File: src/common/pong_pkg.sv
package pong_pkg;

    // counter value, one 4-bit word.
    typedef logic [3:0] count_t;

    // bounds as read from the switches.
    typedef struct packed {
        count_t max;
        count_t min;
    } bounds_t;

    // counter output, up is 1 while counting upward.
    typedef struct packed {
        count_t value;
        logic   up;
    } pong_state_t;

    // active low segment lines, bit 0 is segment a and bit 6 segment g.
    typedef logic [6:0] seg_t;

    // active low digit enables, exactly one low at a time.
    typedef logic [3:0] digit_sel_t;

endpackage

File: src/display/seg_scan.sv
module seg_scan
    import pong_pkg::*;
(
    input  logic        clk,
    input  logic        rst_n,
    input  logic        scan_tick,
    input  pong_state_t state,
    output seg_t        segment,
    output digit_sel_t  digit_sel
);

    // arrows light the upper or the lower half of the digit.
    localparam seg_t SEG_UP    = 7'b1011100;
    localparam seg_t SEG_DOWN  = 7'b1100011;
    localparam seg_t SEG_BLANK = 7'b1111111;

    count_t ones_digit;
    count_t tens_digit;
    seg_t   arrow;

    function automatic seg_t digit_to_seg(input count_t digit);
        seg_t pattern;
        case (digit)
            4'd0:    pattern = 7'b1000000;
            4'd1:    pattern = 7'b1111001;
            4'd2:    pattern = 7'b0100100;
            4'd3:    pattern = 7'b0110000;
            4'd4:    pattern = 7'b0011001;
            4'd5:    pattern = 7'b0010010;
            4'd6:    pattern = 7'b0000010;
            4'd7:    pattern = 7'b1111000;
            4'd8:    pattern = 7'b0000000;
            4'd9:    pattern = 7'b0010000;
            default: pattern = SEG_BLANK;
        endcase
        return pattern;
    endfunction

    // one digit is active, moving left on every scan tick.
    always_ff @(posedge clk) begin
        if (!rst_n) begin
            digit_sel <= 4'b1110;
        end else if (scan_tick) begin
            digit_sel <= {digit_sel[2:0], digit_sel[3]};
        end
    end

    // split the 4-bit value into decimal tens and ones.
    always_comb begin
        if (state.value >= count_t'(10)) begin
            tens_digit = count_t'(1);
            ones_digit = state.value - count_t'(10);
        end else begin
            tens_digit = count_t'(0);
            ones_digit = state.value;
        end
    end

    assign arrow = state.up ? SEG_UP : SEG_DOWN;

    always_comb begin
        case (digit_sel)
            4'b1110: segment = arrow;
            4'b1101: segment = arrow;
            4'b1011: segment = digit_to_seg(ones_digit);
            4'b0111: segment = digit_to_seg(tens_digit);
            default: segment = SEG_BLANK;
        endcase
    end

    // rotation must keep a single active digit.
    property p_one_digit_active;
        @(posedge clk) disable iff (!rst_n)
        $onehot(~digit_sel);
    endproperty
    a_one_digit_active: assert property (p_one_digit_active)
        else $error("digit_sel not one-hot-zero: %b", digit_sel);

endmodule

File: src/hw/button_conditioner.sv
module button_conditioner #(
    parameter int unsigned DEBOUNCE_LEN = 10
) (
    input  logic clk,
    input  logic rst_n,
    input  logic button,
    output logic pulse
);

    logic [DEBOUNCE_LEN-1:0] history;
    logic                    debounced;
    logic                    debounced_q;

    // level counts as pressed only after a full run of high samples.
    assign debounced = &history;

    always_ff @(posedge clk) begin
        if (!rst_n) begin
            history <= '0;
        end else begin
            history <= {history[DEBOUNCE_LEN-2:0], button};
        end
    end

    // rising edge of the debounced level gives one pulse per press.
    always_ff @(posedge clk) begin
        if (!rst_n) begin
            debounced_q <= 1'b0;
            pulse       <= 1'b0;
        end else begin
            debounced_q <= debounced;
            pulse       <= debounced & ~debounced_q;
        end
    end

endmodule

File: src/hw/pong_top.sv
module pong_top
    import pong_pkg::*;
#(
    parameter int unsigned DEBOUNCE_LEN = 10,
    parameter int unsigned COUNT_DIV    = 2**24,
    parameter int unsigned SCAN_DIV     = 2**17
) (
    input  logic        clk,
    input  logic        rst_n,
    input  logic        enable,
    input  logic        flip_btn,
    input  logic        restart_btn,
    input  bounds_t     bounds,
    output pong_state_t state,
    output seg_t        segment,
    output digit_sel_t  digit_sel
);

    logic flip_pulse;
    logic restart_pulse;
    logic count_tick;
    logic scan_tick;

    button_conditioner #(
        .DEBOUNCE_LEN (DEBOUNCE_LEN)
    ) flip_cond_i (
        .clk    (clk),
        .rst_n  (rst_n),
        .button (flip_btn),
        .pulse  (flip_pulse)
    );

    button_conditioner #(
        .DEBOUNCE_LEN (DEBOUNCE_LEN)
    ) restart_cond_i (
        .clk    (clk),
        .rst_n  (rst_n),
        .button (restart_btn),
        .pulse  (restart_pulse)
    );

    tick_gen #(
        .COUNT_DIV (COUNT_DIV),
        .SCAN_DIV  (SCAN_DIV)
    ) tick_gen_i (
        .clk        (clk),
        .rst_n      (rst_n),
        .count_tick (count_tick),
        .scan_tick  (scan_tick)
    );

    pong_counter pong_counter_i (
        .clk           (clk),
        .rst_n         (rst_n),
        .count_tick    (count_tick),
        .enable        (enable),
        .flip_pulse    (flip_pulse),
        .restart_pulse (restart_pulse),
        .bounds        (bounds),
        .state         (state)
    );

    seg_scan seg_scan_i (
        .clk       (clk),
        .rst_n     (rst_n),
        .scan_tick (scan_tick),
        .state     (state),
        .segment   (segment),
        .digit_sel (digit_sel)
    );

endmodule

File: src/hw/tick_gen.sv
module tick_gen #(
    parameter int unsigned COUNT_DIV = 2**24,
    parameter int unsigned SCAN_DIV  = 2**17
) (
    input  logic clk,
    input  logic rst_n,
    output logic count_tick,
    output logic scan_tick
);

    localparam int unsigned COUNT_W = (COUNT_DIV > 1) ? $clog2(COUNT_DIV) : 1;
    localparam int unsigned SCAN_W  = (SCAN_DIV > 1) ? $clog2(SCAN_DIV) : 1;

    logic [COUNT_W-1:0] count_cnt;
    logic [SCAN_W-1:0]  scan_cnt;

    // each tick fires on the last clock of its divider period.
    assign count_tick = (count_cnt == COUNT_W'(COUNT_DIV - 1));
    assign scan_tick  = (scan_cnt == SCAN_W'(SCAN_DIV - 1));

    always_ff @(posedge clk) begin
        if (!rst_n) begin
            count_cnt <= '0;
        end else if (count_tick) begin
            count_cnt <= '0;
        end else begin
            count_cnt <= count_cnt + 1'b1;
        end
    end

    always_ff @(posedge clk) begin
        if (!rst_n) begin
            scan_cnt <= '0;
        end else if (scan_tick) begin
            scan_cnt <= '0;
        end else begin
            scan_cnt <= scan_cnt + 1'b1;
        end
    end

endmodule

File: src/pong_counter/pong_counter.sv
module pong_counter
    import pong_pkg::*;
(
    input  logic        clk,
    input  logic        rst_n,
    input  logic        count_tick,
    input  logic        enable,
    input  logic        flip_pulse,
    input  logic        restart_pulse,
    input  bounds_t     bounds,
    output pong_state_t state
);

    logic        pending;
    logic        flip_now;
    logic        in_range;
    pong_state_t next_state;

    // a flip arriving in the tick cycle itself still counts.
    assign flip_now = pending | flip_pulse;

    // stepping needs min below max and the value inside the bounds.
    assign in_range = (bounds.min < bounds.max) &&
                      (state.value >= bounds.min) &&
                      (state.value <= bounds.max);

    always_comb begin
        next_state = state;
        if (in_range) begin
            if (state.value == bounds.min) begin
                next_state.up    = 1'b1;
                next_state.value = state.value + count_t'(1);
            end else if (state.value == bounds.max) begin
                next_state.up    = 1'b0;
                next_state.value = state.value - count_t'(1);
            end else begin
                next_state.up = state.up ^ flip_now;
                if (next_state.up) begin
                    next_state.value = state.value + count_t'(1);
                end else begin
                    next_state.value = state.value - count_t'(1);
                end
            end
        end
    end

    always_ff @(posedge clk) begin
        if (!rst_n) begin
            state   <= '{value: bounds.min, up: 1'b1};
            pending <= 1'b0;
        end else if (restart_pulse) begin
            // restart wins over a tick in the same cycle.
            state   <= '{value: bounds.min, up: 1'b1};
            pending <= 1'b0;
        end else if (count_tick) begin
            if (enable) begin
                state <= next_state;
            end
            pending <= 1'b0;
        end else if (flip_pulse) begin
            pending <= 1'b1;
        end
    end

    // value stays inside valid bounds across an enabled tick.
    property p_stay_in_bounds;
        @(posedge clk) disable iff (!rst_n)
        (count_tick && enable && !restart_pulse && in_range)
        |=> (state.value >= $past(bounds.min)) && (state.value <= $past(bounds.max));
    endproperty
    a_stay_in_bounds: assert property (p_stay_in_bounds)
        else $error("value left bounds after tick");

    property p_restart_to_min;
        @(posedge clk) disable iff (!rst_n)
        restart_pulse |=> (state.value == $past(bounds.min)) && state.up;
    endproperty
    a_restart_to_min: assert property (p_restart_to_min)
        else $error("restart did not return to min");

    // nothing moves the state between ticks except a restart.
    property p_hold_between_ticks;
        @(posedge clk) disable iff (!rst_n)
        (!count_tick && !restart_pulse) |=> $stable(state);
    endproperty
    a_hold_between_ticks: assert property (p_hold_between_ticks)
        else $error("state changed without tick or restart");

endmodule

File: config.mk
export PLATFORM = sky130hd
export DESIGN_NAME = pong_top
export DESIGN_NICKNAME = d
export VERILOG_FILES = /design/src/common/pong_pkg.sv /design/src/display/seg_scan.sv /design/src/hw/button_conditioner.sv /design/src/hw/pong_top.sv /design/src/hw/tick_gen.sv /design/src/pong_counter/pong_counter.sv
export SDC_FILE = /design/constraint.sdc
export NUM_CORES = 1
export LEC_CHECK = 0
export BUFFER_PORTS_ARGS = -buffer_cell sky130_fd_sc_hd__buf_2
export CAP_MARGIN = 5
export CORE_AREA = 2 2 94 96
export DETAILED_ROUTE_END_ITERATION = 10
export DIE_AREA = 0 0 96 98
export PLACE_DENSITY = 0.62
export SKIP_LAST_GASP = 1
export SLEW_MARGIN = 20
export SYNTH_ARGS = -nofsm -noshare
export SYNTH_HDL_FRONTEND = slang
export SYNTH_SLANG_ARGS = --single-unit
export TNS_END_PERCENT = 30
File: constraint.sdc
create_clock -name clk -period 2.51 [get_ports clk]
set_input_delay 0.3765 -clock clk [delete_from_list [all_inputs] [get_ports clk]]
set_output_delay 0.3765 -clock clk [all_outputs]
set_load 0.03 [all_outputs]
==> run_summary.xml, run 1 <==
<?xml version="1.0" encoding="UTF-8"?>
<metrics>
  <group name="sta">
    <metric name="timing_worst_slew_pin_value" unit="ns">0.667</metric>
    <metric name="fin_worst_skew" unit="ns">0.0118</metric>
    <metric name="timing.slew.headroom" unit="%">55.1</metric>
    <metric name="setup_violations" unit="">0</metric>
    <metric name="rsz0062_at_grt" unit="">true</metric>
    <metric name="final_critical_path_time_including_i_o_delays_and_setup" unit="ns">2.49</metric>
    <metric name="achievable-frequency" unit="MHz">401</metric>
    <metric name="report.final.hold_viol_count" unit="">0</metric>
    <metric name="final-max-slew-violation-count" unit="">0</metric>
    <metric name="holdWs" unit="ns">0.246</metric>
    <metric name="period_share" unit="%">99.4</metric>
  </group>
  <group name="synth">
    <metric name="synth.yosys.warnings" unit="">0</metric>
    <metric name="synth_top_area_share" unit="%">38.3</metric>
    <metric name="synth.top_cells.by_area" unit="">sky130_fd_sc_hd__dfxtp_1, sky130_fd_sc_hd__ha_1, sky130_fd_sc_hd__xor2_1</metric>
    <metric name="syn_inst" unit="">413</metric>
    <metric name="synth-main-ff-cell" unit="">sky130_fd_sc_hd__dfxtp_1</metric>
    <metric name="synth_top_cell_by_area" unit="">sky130_fd_sc_hd__dfxtp_1</metric>
    <metric name="ys_seq_elements" unit="">75</metric>
    <metric name="net_count_after_synthesis" unit="">446</metric>
    <metric name="synth_cell_type_count" unit="">50</metric>
    <metric name="synth_enable_flop_cells" unit="">4</metric>
    <metric name="syn_area" unit="sq um">3710</metric>
    <metric name="synth.yosys.seq_area_share" unit="%">41.5</metric>
    <metric name="synth-async-reset-ratio" unit="%">0</metric>
    <metric name="post_synth.cell_area_avg" unit="sq um">8.99</metric>
  </group>
  <group name="grt">
    <metric name="groute.usage.overall" unit="%">15.3</metric>
    <metric name="global_route_wire_length_before_repair" unit="mm">11.5</metric>
    <metric name="grt_start_max_net_pins" unit="">23</metric>
    <metric name="grt_antenna_before_repair" unit="">0</metric>
    <metric name="grt_remaining_overflow" unit="">0</metric>
    <metric name="via_count_of_the_first_global_routing_pass" unit="">2580</metric>
  </group>
  <group name="layout">
    <metric name="fin_area" unit="sq um">4380</metric>
    <metric name="mostFrequentLayoutCell" unit="">sky130_fd_sc_hd__dfxtp_1</metric>
    <metric name="area_growth_syn_to_layout" unit="%">18.0</metric>
    <metric name="layout.cells.non_filler" unit="">564</metric>
    <metric name="layout.core_utilization" unit="%">51.7</metric>
    <metric name="highest_count_cells_in_the_layout_ignoring_fill_and_taps" unit="">sky130_fd_sc_hd__dfxtp_1, sky130_fd_sc_hd__nor2_1, sky130_fd_sc_hd__nand2_1</metric>
    <metric name="drive_gt1_share" unit="%">20.2</metric>
    <metric name="nFillCells" unit="">788</metric>
    <metric name="design.final.nets" unit="">485</metric>
    <metric name="num_antenna_cells" unit="">0</metric>
  </group>
  <group name="pwr">
    <metric name="internal_power" unit="uW">1870</metric>
    <metric name="totalPowerFinal" unit="uW">2410</metric>
    <metric name="worst_supply_voltage_drop_on_vdd" unit="V">0.000396</metric>
    <metric name="sw_share" unit="%">22.2</metric>
    <metric name="seq_power_share" unit="%">51.2</metric>
    <metric name="clock_power_share" unit="%">39.3</metric>
    <metric name="cellPowerDensity" unit="nW/um^2">549</metric>
    <metric name="p_comb_share" unit="%">9.4</metric>
    <metric name="power_switching" unit="uW">535</metric>
    <metric name="cellLeakagePower" unit="uW">0.00177</metric>
  </group>
  <group name="cts">
    <metric name="clk_path_buf_depth" unit="">2</metric>
    <metric name="ctsHtreeMaxLevel" unit="">3</metric>
    <metric name="cts_made_buffers" unit="">9</metric>
    <metric name="clk-insertion-delay-late" unit="ns">0.34</metric>
    <metric name="cts.sink_count" unit="">75</metric>
    <metric name="hold_buffers" unit="">0</metric>
    <metric name="path_clk_slew" unit="ns">0.08</metric>
    <metric name="cts_root_buffer" unit="">sky130_fd_sc_hd__clkbuf_8</metric>
    <metric name="tritoncts" unit="">yes</metric>
  </group>
  <group name="floorplanning">
    <metric name="die_height" unit="microns">98</metric>
    <metric name="area_of_the_core" unit="sq um">8470</metric>
    <metric name="fp.dieW" unit="microns">96</metric>
    <metric name="floorplan.io_pins" unit="">29</metric>
    <metric name="rows" unit="">34</metric>
    <metric name="initial_core_util" unit="%">43.8</metric>
    <metric name="design.die.area" unit="sq um">9410</metric>
  </group>
  <group name="routing">
    <metric name="vias" unit="">2896</metric>
    <metric name="dr.pass1.iters" unit="">4</metric>
    <metric name="drt-vias-per-instance" unit="">5.13</metric>
    <metric name="finalWirelength" unit="mm">7.02</metric>
    <metric name="route.detailed.wl_per_inst" unit="microns">12.4</metric>
    <metric name="dr.first_iter.drc_count" unit="">115</metric>
    <metric name="route.detailed.drc" unit="">0</metric>
    <metric name="drt.antenna.violating_nets" unit="">0</metric>
  </group>
  <group name="placed_design">
    <metric name="dp_hpwl" unit="mm">4.87</metric>
    <metric name="port_buffers" unit="">28</metric>
    <metric name="place_congestion" unit="">0.833</metric>
    <metric name="placed_cells_incl_taps" unit="">538</metric>
    <metric name="dpl-instance-area" unit="sq um">3990</metric>
  </group>
  <group name="setup_path">
    <metric name="cp_max_fo" unit="">7</metric>
    <metric name="critical_path.endpoint_type" unit="">output pin</metric>
    <metric name="setup.worst_path.class" unit="">flop to output pin</metric>
    <metric name="worst-endpoint-required" unit="ns">2.13</metric>
    <metric name="cp_data_arrival_time" unit="ns">2.12</metric>
    <metric name="kind_of_start_point_of_the_critical_path" unit="">flop</metric>
  </group>
  <group name="hold_path">
    <metric name="holdCritPathClass" unit="">primary input to flop</metric>
  </group>
  <group name="status">
    <metric name="status" unit="">complete, no violations</metric>
  </group>
  <group name="flow_run">
    <metric name="maxCapViolations" unit="">0</metric>
  </group>
</metrics>
[area by class of cell]
| class | count | area (sq um) | share of cell area [%] |
|---|---|---|---|
| Tap cell | 108 | 135 | 3.08 |
| Sequential cell | 75 | 1540 | 35.2 |
| Clock inverter | 3 | 65.1 | 1.49 |
| Multi-Input combinational cell | 307 | 2160 | 49.3 |
| Timing Repair Buffer | 47 | 300 | 6.86 |
| Inverter | 12 | 45.0 | 1.03 |
| Clock buffer | 12 | 135 | 3.08 |
[worst max-delay path, cell delays in order, from the launching register on]
cell	delay, ns
sky130_fd_sc_hd__edfxtp_1	0.51
sky130_fd_sc_hd__ha_4	0.24
sky130_fd_sc_hd__o21a_4	0.21
sky130_fd_sc_hd__o21a_4	0.23
sky130_fd_sc_hd__o21ai_0	0.08
sky130_fd_sc_hd__nand3_1	0.10
sky130_fd_sc_hd__a22o_1	0.24
sky130_fd_sc_hd__buf_4	0.17
[flip-flops by register name, summed over array words and instances (netlist names)]
| name | cells |
|---|---|
| flip_cond_i.debounced_q | 1 |
| flip_cond_i.history | 10 |
| flip_cond_i.pulse | 1 |
| pong_counter_i.pending | 1 |
| pong_counter_i.state | 5 |
| restart_cond_i.debounced_q | 1 |
| restart_cond_i.history | 10 |
| restart_cond_i.pulse | 1 |
| seg_scan_i.digit_sel | 4 |
| tick_gen_i.count_cnt | 24 |
| tick_gen_i.scan_cnt | 17 |
[Yosys cell counts (2+ instances only)]
library cell / n
sky130_fd_sc_hd__xor2_1: 23
sky130_fd_sc_hd__nand2_1: 31
sky130_fd_sc_hd__and3_1: 6
sky130_fd_sc_hd__or3_1: 2
sky130_fd_sc_hd__nand4b_1: 3
sky130_fd_sc_hd__ha_1: 20
sky130_fd_sc_hd__nor4_1: 4
sky130_fd_sc_hd__edfxtp_1: 4
sky130_fd_sc_hd__and2_1: 25
sky130_fd_sc_hd__a31oi_1: 2
sky130_fd_sc_hd__nor2b_1: 5
sky130_fd_sc_hd__nor3_1: 10
sky130_fd_sc_hd__clkbuf_1: 17
sky130_fd_sc_hd__dfxtp_1: 71
sky130_fd_sc_hd__mux2i_1: 6
sky130_fd_sc_hd__o31ai_2: 4
sky130_fd_sc_hd__a211oi_1: 3
sky130_fd_sc_hd__nand4_4: 2
sky130_fd_sc_hd__nand4_1: 13
sky130_fd_sc_hd__a21o_1: 2
sky130_fd_sc_hd__nor2_1: 47
sky130_fd_sc_hd__a22o_1: 2
sky130_fd_sc_hd__inv_1: 12
sky130_fd_sc_hd__and3_2: 2
sky130_fd_sc_hd__xnor2_1: 16
sky130_fd_sc_hd__nand3_1: 24
sky130_fd_sc_hd__o21ai_0: 18
sky130_fd_sc_hd__a21oi_1: 5
sky130_fd_sc_hd__o31ai_1: 4
sky130_fd_sc_hd__and4_1: 2
sky130_fd_sc_hd__o21a_1: 4
sky130_fd_sc_hd__nand2b_1: 6
[final timing paths]
kind / start / end / slack (ns) / cells after the start
max: pong_counter_i.state[2] / segment[1] / 0.02 / 7
min: flip_btn / flip_cond_i.history[0] / 0.25 / 2
max reg2reg: pong_counter_i.state[2] / pong_counter_i.state[4] / 0.06 / 7
min reg2reg: flip_cond_i.debounced_q / flip_cond_i.pulse / 0.39 / 1
[timing repair]
| action | 4_1_cts | 5_1_grt |
|---|---|---|
| gates resized for setup | 10 | 22 |
| buffers inserted | 7 | 4 |
| endpoints found under the setup margin | 5 | 6 |
| pin swaps | 2 | 6 |
[power by group through the flow]
stage | clock [uW] | combinational [uW] | sequential, uW
final | 946 | 227 | 1230
after floorplan | 0 | 131 | 1260
after global placement | 0 | 185 | 1260
after detailed placement | 0 | 186 | 1260
after global routing | 1030 | 253 | 1230
after CTS | 981 | 206 | 1230
[cell families after synthesis]
family                     Yosys count  synth area share, %
adders and majority gates           20                 6.74
DFF                                 75                 41.5
buffers and inverters               31                 3.34
and+or+nand+nor                    187                 26.9
AOI/OAI and AO/OA                   54                 10.3
muxes                                7                 1.92
xor gates and xnor gates            39                 9.20
[per-stage QoR]
| stage | TNS, ns | setup slack, ns |
|---|---|---|
| 3_5_place_dp | 0 | 0.196 |
| 3_3_place_gp | 0 | 0.227 |
| 4_1_cts | -0.00640 | -0.00395 |
| 6_report | 0 | 0.0153 |
| 2_1_floorplan | 0 | 0.00853 |
| 5_1_grt | -0.473 | -0.0810 |
[per-layer routing]
metal / share of wire [%] / global-route usage [%]
met1: 51 / 20.8
met2: 44 / 23.0
met3: 3.2 / 3.24
met4: 1.6 / 7.25
met5: 0 / 0
(Power assumes the default switching activity.)
==> run 2: changes to the inputs <==
--- a/config.mk
+++ b/config.mk
@@ -5,11 +5,12 @@
 export SDC_FILE = /design/constraint.sdc
 export NUM_CORES = 1
 export LEC_CHECK = 0
+export ABC_AREA = 1
 export BUFFER_PORTS_ARGS = -buffer_cell sky130_fd_sc_hd__buf_2
 export CAP_MARGIN = 5
-export CORE_AREA = 2 2 94 96
+export CORE_AREA = 2 2 96 98
 export DETAILED_ROUTE_END_ITERATION = 10
-export DIE_AREA = 0 0 96 98
+export DIE_AREA = 0 0 98 100
 export PLACE_DENSITY = 0.62
 export SKIP_LAST_GASP = 1
 export SLEW_MARGIN = 20
==> constraint.sdc (replaced) <==
create_clock -name clk -period 2.51 [get_ports clk]
set_input_delay 0.251 -clock clk [delete_from_list [all_inputs] [get_ports clk]]
set_output_delay 0.251 -clock clk [all_outputs]
set_load 0.03 [all_outputs]
==> run_summary.xml, run 2 <==
<?xml version="1.0" encoding="UTF-8"?>
<metrics>
  <group name="status">
    <metric name="status" unit="">complete, no violations</metric>
  </group>
  <group name="setup_path">
    <metric name="cp_max_fo" unit="">6</metric>
    <metric name="timing.critical_path.from" unit="">pong_counter_i.state[2]</metric>
    <metric name="kind_of_start_point_of_the_critical_path" unit="">flop</metric>
    <metric name="setup.worst_path.class" unit="">flop to output pin</metric>
    <metric name="critical_path.endpoint_type" unit="">output pin</metric>
    <metric name="timing.rr.start" unit="">tick_gen_i.scan_cnt[0]</metric>
    <metric name="worst-endpoint-required" unit="ns">2.26</metric>
    <metric name="cp_data_arrival_time" unit="ns">2.10</metric>
  </group>
  <group name="cts">
    <metric name="cts_root_buffer" unit="">sky130_fd_sc_hd__clkbuf_8</metric>
    <metric name="tritoncts" unit="">yes</metric>
    <metric name="path_clk_slew" unit="ns">0.09</metric>
    <metric name="ctsHtreeMaxLevel" unit="">3</metric>
    <metric name="cts.sink_count" unit="">75</metric>
    <metric name="clk_path_buf_depth" unit="">2</metric>
    <metric name="hold_buffers" unit="">0</metric>
    <metric name="clk-insertion-delay-late" unit="ns">0.35</metric>
    <metric name="cts_made_buffers" unit="">9</metric>
  </group>
  <group name="grt">
    <metric name="grt.met1_usage" unit="%">19.0</metric>
    <metric name="via_count_of_the_first_global_routing_pass" unit="">2978</metric>
    <metric name="grt_start_max_net_pins" unit="">25</metric>
    <metric name="global_route_wire_length_before_repair" unit="mm">12.6</metric>
    <metric name="use_met2" unit="%">26.9</metric>
    <metric name="gr-usage-met3" unit="%">3.41</metric>
    <metric name="busiest_layer" unit="">met2</metric>
    <metric name="groute.usage.overall" unit="%">15.6</metric>
    <metric name="grt_antenna_before_repair" unit="">0</metric>
    <metric name="grt_remaining_overflow" unit="">0</metric>
  </group>
  <group name="layout">
    <metric name="drive_gt1_share" unit="%">17.0</metric>
    <metric name="layout.cells.non_filler" unit="">699</metric>
    <metric name="largest_register_ffs" unit="">24</metric>
    <metric name="mostFrequentLayoutCell" unit="">sky130_fd_sc_hd__nand2_1</metric>
    <metric name="area_growth_syn_to_layout" unit="%">14.4</metric>
    <metric name="largest_registers" unit="">tick_gen_i.count_cnt: 24 flops, tick_gen_i.scan_cnt: 17 flops</metric>
    <metric name="design.final.nets" unit="">616</metric>
    <metric name="num_antenna_cells" unit="">0</metric>
    <metric name="largest-register" unit="">tick_gen_i.count_cnt</metric>
    <metric name="highest_count_cells_in_the_layout_ignoring_fill_and_taps" unit="">sky130_fd_sc_hd__nand2_1, sky130_fd_sc_hd__inv_1, sky130_fd_sc_hd__dfxtp_1</metric>
    <metric name="layout.core_utilization" unit="%">49.8</metric>
  </group>
  <group name="floorplanning">
    <metric name="design.die.area" unit="sq um">9800</metric>
    <metric name="fp.dieW" unit="microns">98</metric>
    <metric name="die_height" unit="microns">100</metric>
    <metric name="floorplan.io_pins" unit="">29</metric>
    <metric name="rows" unit="">35</metric>
    <metric name="initial_core_util" unit="%">43.5</metric>
    <metric name="area_of_the_core" unit="sq um">8890</metric>
  </group>
  <group name="sta">
    <metric name="achievable-frequency" unit="MHz">425</metric>
    <metric name="setup_violations" unit="">0</metric>
    <metric name="fin_tns_setup" unit="ns">0</metric>
    <metric name="final_critical_path_time_including_i_o_delays_and_setup" unit="ns">2.35</metric>
    <metric name="final-max-slew-violation-count" unit="">0</metric>
    <metric name="rsz0062_at_grt" unit="">true</metric>
    <metric name="period_share" unit="%">93.8</metric>
    <metric name="fin_worst_skew" unit="ns">0.0211</metric>
    <metric name="post_route_setup_slack" unit="ns">0.156</metric>
    <metric name="timing.slew.headroom" unit="%">70.2</metric>
    <metric name="timing_worst_slew_pin_value" unit="ns">0.444</metric>
    <metric name="report.final.hold_viol_count" unit="">0</metric>
  </group>
  <group name="pwr">
    <metric name="totalPowerFinal" unit="uW">2440</metric>
    <metric name="cellLeakagePower" unit="uW">0.00206</metric>
    <metric name="worst_supply_voltage_drop_on_vdd" unit="V">0.000432</metric>
    <metric name="cellPowerDensity" unit="nW/um^2">553</metric>
  </group>
  <group name="synth">
    <metric name="synth_top_cell_by_area" unit="">sky130_fd_sc_hd__dfxtp_1</metric>
    <metric name="synth_enable_flop_cells" unit="">4</metric>
    <metric name="synth_cell_type_count" unit="">39</metric>
    <metric name="synth.yosys.seq_area_share" unit="%">39.9</metric>
    <metric name="syn_inst" unit="">537</metric>
    <metric name="synth.top_cells.by_area" unit="">sky130_fd_sc_hd__dfxtp_1, sky130_fd_sc_hd__nand2_1, sky130_fd_sc_hd__inv_1</metric>
    <metric name="synth_top_area_share" unit="%">36.8</metric>
    <metric name="ys_seq_elements" unit="">75</metric>
    <metric name="post_synth.cell_area_avg" unit="sq um">7.20</metric>
    <metric name="syn_area" unit="sq um">3870</metric>
    <metric name="synth-async-reset-ratio" unit="%">0</metric>
    <metric name="synth.most_common_cell" unit="">sky130_fd_sc_hd__nand2_1</metric>
    <metric name="net_count_after_synthesis" unit="">570</metric>
    <metric name="most_instantiated_cells_after_synthesis" unit="">sky130_fd_sc_hd__nand2_1, sky130_fd_sc_hd__inv_1, sky130_fd_sc_hd__dfxtp_1</metric>
    <metric name="synth.yosys.warnings" unit="">0</metric>
    <metric name="synth-main-ff-cell" unit="">sky130_fd_sc_hd__dfxtp_1</metric>
  </group>
  <group name="hold_path">
    <metric name="hp-start" unit="">restart_btn</metric>
    <metric name="holdCritPathClass" unit="">primary input to flop</metric>
  </group>
  <group name="routing">
    <metric name="dr.first_iter.drc_count" unit="">104</metric>
    <metric name="drt.antenna.violating_nets" unit="">0</metric>
    <metric name="vias" unit="">3245</metric>
    <metric name="finalWirelength" unit="mm">7.21</metric>
    <metric name="drt-vias-per-instance" unit="">4.64</metric>
    <metric name="route.detailed.drc" unit="">0</metric>
    <metric name="dr.pass1.iters" unit="">5</metric>
    <metric name="route.detailed.wl_per_inst" unit="microns">10.3</metric>
  </group>
  <group name="flow_run">
    <metric name="maxCapViolations" unit="">0</metric>
  </group>
  <group name="placed_design">
    <metric name="place_congestion" unit="">0.817</metric>
    <metric name="dpl_worst_slack" unit="ns">0.173</metric>
    <metric name="placed_cells_incl_taps" unit="">673</metric>
    <metric name="port_buffers" unit="">28</metric>
    <metric name="dp_hpwl" unit="mm">5.36</metric>
  </group>
</metrics>
-- run 2: cell count changes after synthesis, sizes merged, moves of 7 or more --
| cell | before | now |
|---|---|---|
| and3 | 8 | 1 |
| and2 | 25 | 0 |
| xor2 | 23 | 9 |
| inv | 12 | 93 |
| xnor2 | 16 | 6 |
| nor2 | 47 | 74 |
| nand4 | 15 | 7 |
| o31ai | 8 | 0 |
| nand2 | 31 | 149 |
| clkbuf | 17 | 2 |
| a21oi | 5 | 24 |
-- run 2: worst max-delay path: stages (launching register included) --
cell	delay (ns)
sky130_fd_sc_hd__edfxtp_1	0.48
sky130_fd_sc_hd__ha_1	0.23
sky130_fd_sc_hd__nor2_1	0.11
sky130_fd_sc_hd__nand2_2	0.09
sky130_fd_sc_hd__a21oi_2	0.20
sky130_fd_sc_hd__inv_1	0.13
sky130_fd_sc_hd__nand2_1	0.07
sky130_fd_sc_hd__o21ai_0	0.07
sky130_fd_sc_hd__nand2_1	0.07
sky130_fd_sc_hd__nand2_1	0.04
sky130_fd_sc_hd__nand2_1	0.06
sky130_fd_sc_hd__buf_2	0.19
-- run 2: metal layers --
| metal | vias to the layer above | wire length (microns) |
|---|---|---|
| li1 | 1755 | - |
| met1 | 1433 | 3450 |
| met2 | 46 | 3420 |
| met3 | 11 | 226 |
| met4 | 0 | 118 |
| met5 | - | 0 |
-- run 2: cell type report --
class	instances	area [sq um]
Fill cell	876	4470
Sequential cell	75	1540
Tap cell	111	139
Timing Repair Buffer	40	235
Inverter	93	352
Clock inverter	7	80.1
Multi-Input combinational cell	364	1950
Clock buffer	9	124
-- run 2: worst paths after layout --
check / to / slack [ns] / cells past startpoint
worst max-delay path: segment[4] / 0.16 / 11
worst min-delay path: restart_cond_i.history[0] / 0.07 / 3
worst max register to register: tick_gen_i.scan_cnt[7] / 0.26 / 11
worst min register to register: flip_cond_i.pulse / 0.39 / 1
-- run 2: what timing repair did --
item	4_1_cts	5_1_grt
pin swaps	0	1
setup endpoints to repair	7	7
resized for setup	2	13
setup buffers	5	5
-- run 2: logic make-up (layout without fill, tap and decap cells) --
logic type	count (synthesis)	count (layout)	synth area share, %
flip-flops	75	75	39.9
XOR/XNOR	15	15	3.40
AND/OR/NAND/NOR	281	281	33.5
buffers and inverters	98	149	10.3
AO/OA/AOI/OAI	48	48	6.51
adder cells (fa/ha/maj)	20	20	6.47
-- run 2: through the flow --
step | hold slack (ns) | area [sq um]
2_1_floorplan | 0.349 | 3870
3_3_place_gp | 0.371 | 4110
3_5_place_dp | 0.371 | 4110
4_1_cts | 0.0495 | 4360
5_1_grt | 0.0589 | 4420
6_report | 0.0691 | 4420
-- run 2: report_power, final --
group	total, uW	switching, uW	internal [uW]
registers	1230	15.4	1220
logic	260	162	97.5
clock network	951	475	475
total	2440	653	1790
==> run 3: changes to the inputs <==
--- a/config.mk
+++ b/config.mk
@@ -8,10 +8,13 @@
 export ABC_AREA = 1
 export BUFFER_PORTS_ARGS = -buffer_cell sky130_fd_sc_hd__buf_2
 export CAP_MARGIN = 5
-export CORE_AREA = 2 2 96 98
+export CELL_PAD_IN_SITES_DETAIL_PLACEMENT = 1
+export CELL_PAD_IN_SITES_GLOBAL_PLACEMENT = 2
+export CORE_AREA = 2 2 115 117
+export CTS_BUF_LIST = sky130_fd_sc_hd__clkbuf_4 sky130_fd_sc_hd__clkbuf_8 sky130_fd_sc_hd__clkbuf_16
 export DETAILED_ROUTE_END_ITERATION = 10
-export DIE_AREA = 0 0 98 100
-export PLACE_DENSITY = 0.62
+export DIE_AREA = 0 0 117 119
+export PLACE_DENSITY = 0.72
 export SKIP_LAST_GASP = 1
 export SLEW_MARGIN = 20
 export SYNTH_ARGS = -nofsm -noshare
==> run_summary.xml, run 3 (synthesis results as in run 2) <==
<?xml version="1.0" encoding="UTF-8"?>
<metrics>
  <group name="grt">
    <metric name="global_route_wire_length_before_repair" unit="mm">15.5</metric>
    <metric name="grt_antenna_before_repair" unit="">0</metric>
    <metric name="grt_start_max_net_pins" unit="">25</metric>
    <metric name="via_count_of_the_first_global_routing_pass" unit="">3459</metric>
    <metric name="groute.usage.overall" unit="%">13.8</metric>
    <metric name="grt_remaining_overflow" unit="">0</metric>
  </group>
  <group name="routing">
    <metric name="drt.antenna.violating_nets" unit="">0</metric>
    <metric name="drt-vias-per-instance" unit="">4.39</metric>
    <metric name="route.detailed.drc" unit="">0</metric>
    <metric name="route.detailed.wl_per_inst" unit="microns">11.6</metric>
    <metric name="dr.pass1.iters" unit="">4</metric>
    <metric name="finalWirelength" unit="mm">8.84</metric>
    <metric name="vias" unit="">3347</metric>
    <metric name="dr.first_iter.drc_count" unit="">118</metric>
  </group>
  <group name="setup_path">
    <metric name="cp_max_fo" unit="">4</metric>
    <metric name="cpPeakStageDelay" unit="ns">0.42</metric>
    <metric name="worst-endpoint-required" unit="ns">2.26</metric>
    <metric name="path_common_cell" unit="">sky130_fd_sc_hd__nand2_1</metric>
    <metric name="cp_data_arrival_time" unit="ns">2.10</metric>
    <metric name="cp_slowest_cell" unit="">sky130_fd_sc_hd__edfxtp_1</metric>
    <metric name="critical_path.endpoint_type" unit="">output pin</metric>
    <metric name="worstPathCellList" unit="">inv_2 &gt; ha_1 &gt; nor2_2 &gt; nand2_2 &gt; nand2_2 &gt; o21ai_4 &gt; buf_4 &gt; nand3_1 &gt; nand2_1 &gt; nand2_1 &gt; nand2_1 &gt; nand2_1 &gt; buf_2</metric>
    <metric name="setup.worst_path.class" unit="">flop to output pin</metric>
    <metric name="kind_of_start_point_of_the_critical_path" unit="">flop</metric>
  </group>
  <group name="flow_run">
    <metric name="maxCapViolations" unit="">0</metric>
  </group>
  <group name="pwr">
    <metric name="worst_supply_voltage_drop_on_vdd" unit="V">0.000332</metric>
    <metric name="totalPowerFinal" unit="uW">2890</metric>
    <metric name="cellLeakagePower" unit="uW">0.00211</metric>
    <metric name="cellPowerDensity" unit="nW/um^2">627</metric>
  </group>
  <group name="cts">
    <metric name="clk-insertion-delay-late" unit="ns">0.33</metric>
    <metric name="clk_path_buf_depth" unit="">2</metric>
    <metric name="path_clk_slew" unit="ns">0.07</metric>
    <metric name="hold_buffers" unit="">0</metric>
    <metric name="ctsHtreeMaxLevel" unit="">3</metric>
    <metric name="tritoncts" unit="">yes</metric>
    <metric name="cts_made_buffers" unit="">9</metric>
    <metric name="cts.sink_count" unit="">75</metric>
    <metric name="cts_root_buffer" unit="">sky130_fd_sc_hd__clkbuf_16</metric>
  </group>
  <group name="layout">
    <metric name="area_growth_syn_to_layout" unit="%">19.1</metric>
    <metric name="mostFrequentLayoutCell" unit="">sky130_fd_sc_hd__nand2_1</metric>
    <metric name="largest_register_ffs" unit="">24</metric>
    <metric name="largest_registers" unit="">tick_gen_i.count_cnt: 24 flops, tick_gen_i.scan_cnt: 17 flops</metric>
    <metric name="design.final.nets" unit="">614</metric>
    <metric name="nFillCells" unit="">1622</metric>
    <metric name="drive_gt1_share" unit="%">16.7</metric>
    <metric name="num_antenna_cells" unit="">0</metric>
    <metric name="largest-register" unit="">tick_gen_i.count_cnt</metric>
    <metric name="fin_area" unit="sq um">4610</metric>
    <metric name="highest_count_cells_in_the_layout_ignoring_fill_and_taps" unit="">sky130_fd_sc_hd__nand2_1, sky130_fd_sc_hd__inv_1, sky130_fd_sc_hd__dfxtp_1</metric>
  </group>
  <group name="sta">
    <metric name="fin_worst_skew" unit="ns">0.0116</metric>
    <metric name="holdWs" unit="ns">0.102</metric>
    <metric name="period_share" unit="%">93.5</metric>
    <metric name="setup_violations" unit="">0</metric>
    <metric name="timing.slew.headroom" unit="%">67.2</metric>
    <metric name="rsz0062_at_grt" unit="">true</metric>
    <metric name="final_critical_path_time_including_i_o_delays_and_setup" unit="ns">2.35</metric>
    <metric name="report.final.hold_viol_count" unit="">0</metric>
    <metric name="timing_worst_slew_pin_value" unit="ns">0.489</metric>
    <metric name="final-max-slew-violation-count" unit="">0</metric>
    <metric name="achievable-frequency" unit="MHz">426</metric>
  </group>
  <group name="floorplanning">
    <metric name="design.die.area" unit="sq um">13900</metric>
    <metric name="floorplan.io_pins" unit="">29</metric>
    <metric name="area_of_the_core" unit="sq um">12900</metric>
    <metric name="die_height" unit="microns">119</metric>
    <metric name="initial_core_util" unit="%">30.0</metric>
    <metric name="rows" unit="">42</metric>
    <metric name="fp.dieW" unit="microns">117</metric>
  </group>
  <group name="placed_design">
    <metric name="port_buffers" unit="">28</metric>
    <metric name="dp_hpwl" unit="mm">6.70</metric>
    <metric name="dpl-instance-area" unit="sq um">4200</metric>
    <metric name="place_congestion" unit="">0.778</metric>
  </group>
  <group name="status">
    <metric name="status" unit="">complete, no violations</metric>
  </group>
  <group name="hold_path">
    <metric name="holdCritPathClass" unit="">primary input to flop</metric>
  </group>
</metrics>
[run 3: worst max-delay path: cells and delay by family, from the launching register on]
kind	cells	cell delay (ns)
AOI/OAI and AO/OA	1	0.19
DFF	1	0.42
buffers and inverters	3	0.41
and+or+nand+nor	8	0.61
adders and majority gates	1	0.16
[run 3: per-stage QoR]
| stage | utilization, % | worst slack (ns) | TNS (ns) | instances |
|---|---|---|---|---|
| CTS | 35.5 | 0.000994 | 0 | 759 |
| global route | 35.8 | -0.0178 | -0.0178 | 762 |
| finish | 35.8 | 0.162 | 0 | 762 |
| detailed placement | 32.6 | 0.145 | 0 | 739 |
| floorplan | - | 0.166 | 0 | 537 |
| global placement | 32.6 | 0.223 | 0 | 739 |
[run 3: layout make-up]
cell class                      count  area, sq um  area share [%]
Tap cell                          176          220            4.78
Timing Repair Buffer               38          218            4.73
Sequential cell                    75         1540            33.5
Multi-Input combinational cell    364         1950            42.4
Clock inverter                      5         67.6            1.47
Clock buffer                       11          258            5.60
Inverter                           93          349            7.58
[run 3: worst paths after layout]
path	from	endpoint	slack, ns	cells past startpoint
max	pong_counter_i.state[1]	segment[3]	0.16	13
min	restart_btn	restart_cond_i.history[0]	0.10	3
max reg2reg	tick_gen_i.scan_cnt[0]	tick_gen_i.scan_cnt[7]	0.25	11
min reg2reg	flip_cond_i.debounced_q	flip_cond_i.pulse	0.39	1
[run 3: layer usage]
metal  GRT usage (%)  vias to the layer above  share of wire [%]
li1                -                     1752                  -
met1            17.6                     1556                 50
met2            22.8                       31                 46
met3            3.36                        8                2.8
met4            3.97                        0                1.0
met5               0                        -                  0
[run 3: timing repair]
item / in CTS / in global routing
gates cloned: 0 / 0
setup buffers: 4 / 3
setup endpoints to repair: 7 / 8
gates resized for setup: 2 / 10
pin swaps: 0 / 1
[run 3: report_power, final]
group / leakage (uW) / internal, uW / switching [uW]
Sequential: 0.000613 / 1220 / 14.5
Clock: 0.000161 / 856 / 532
Combinational: 0.00133 / 96.0 / 172
Total: 0.00211 / 2170 / 718
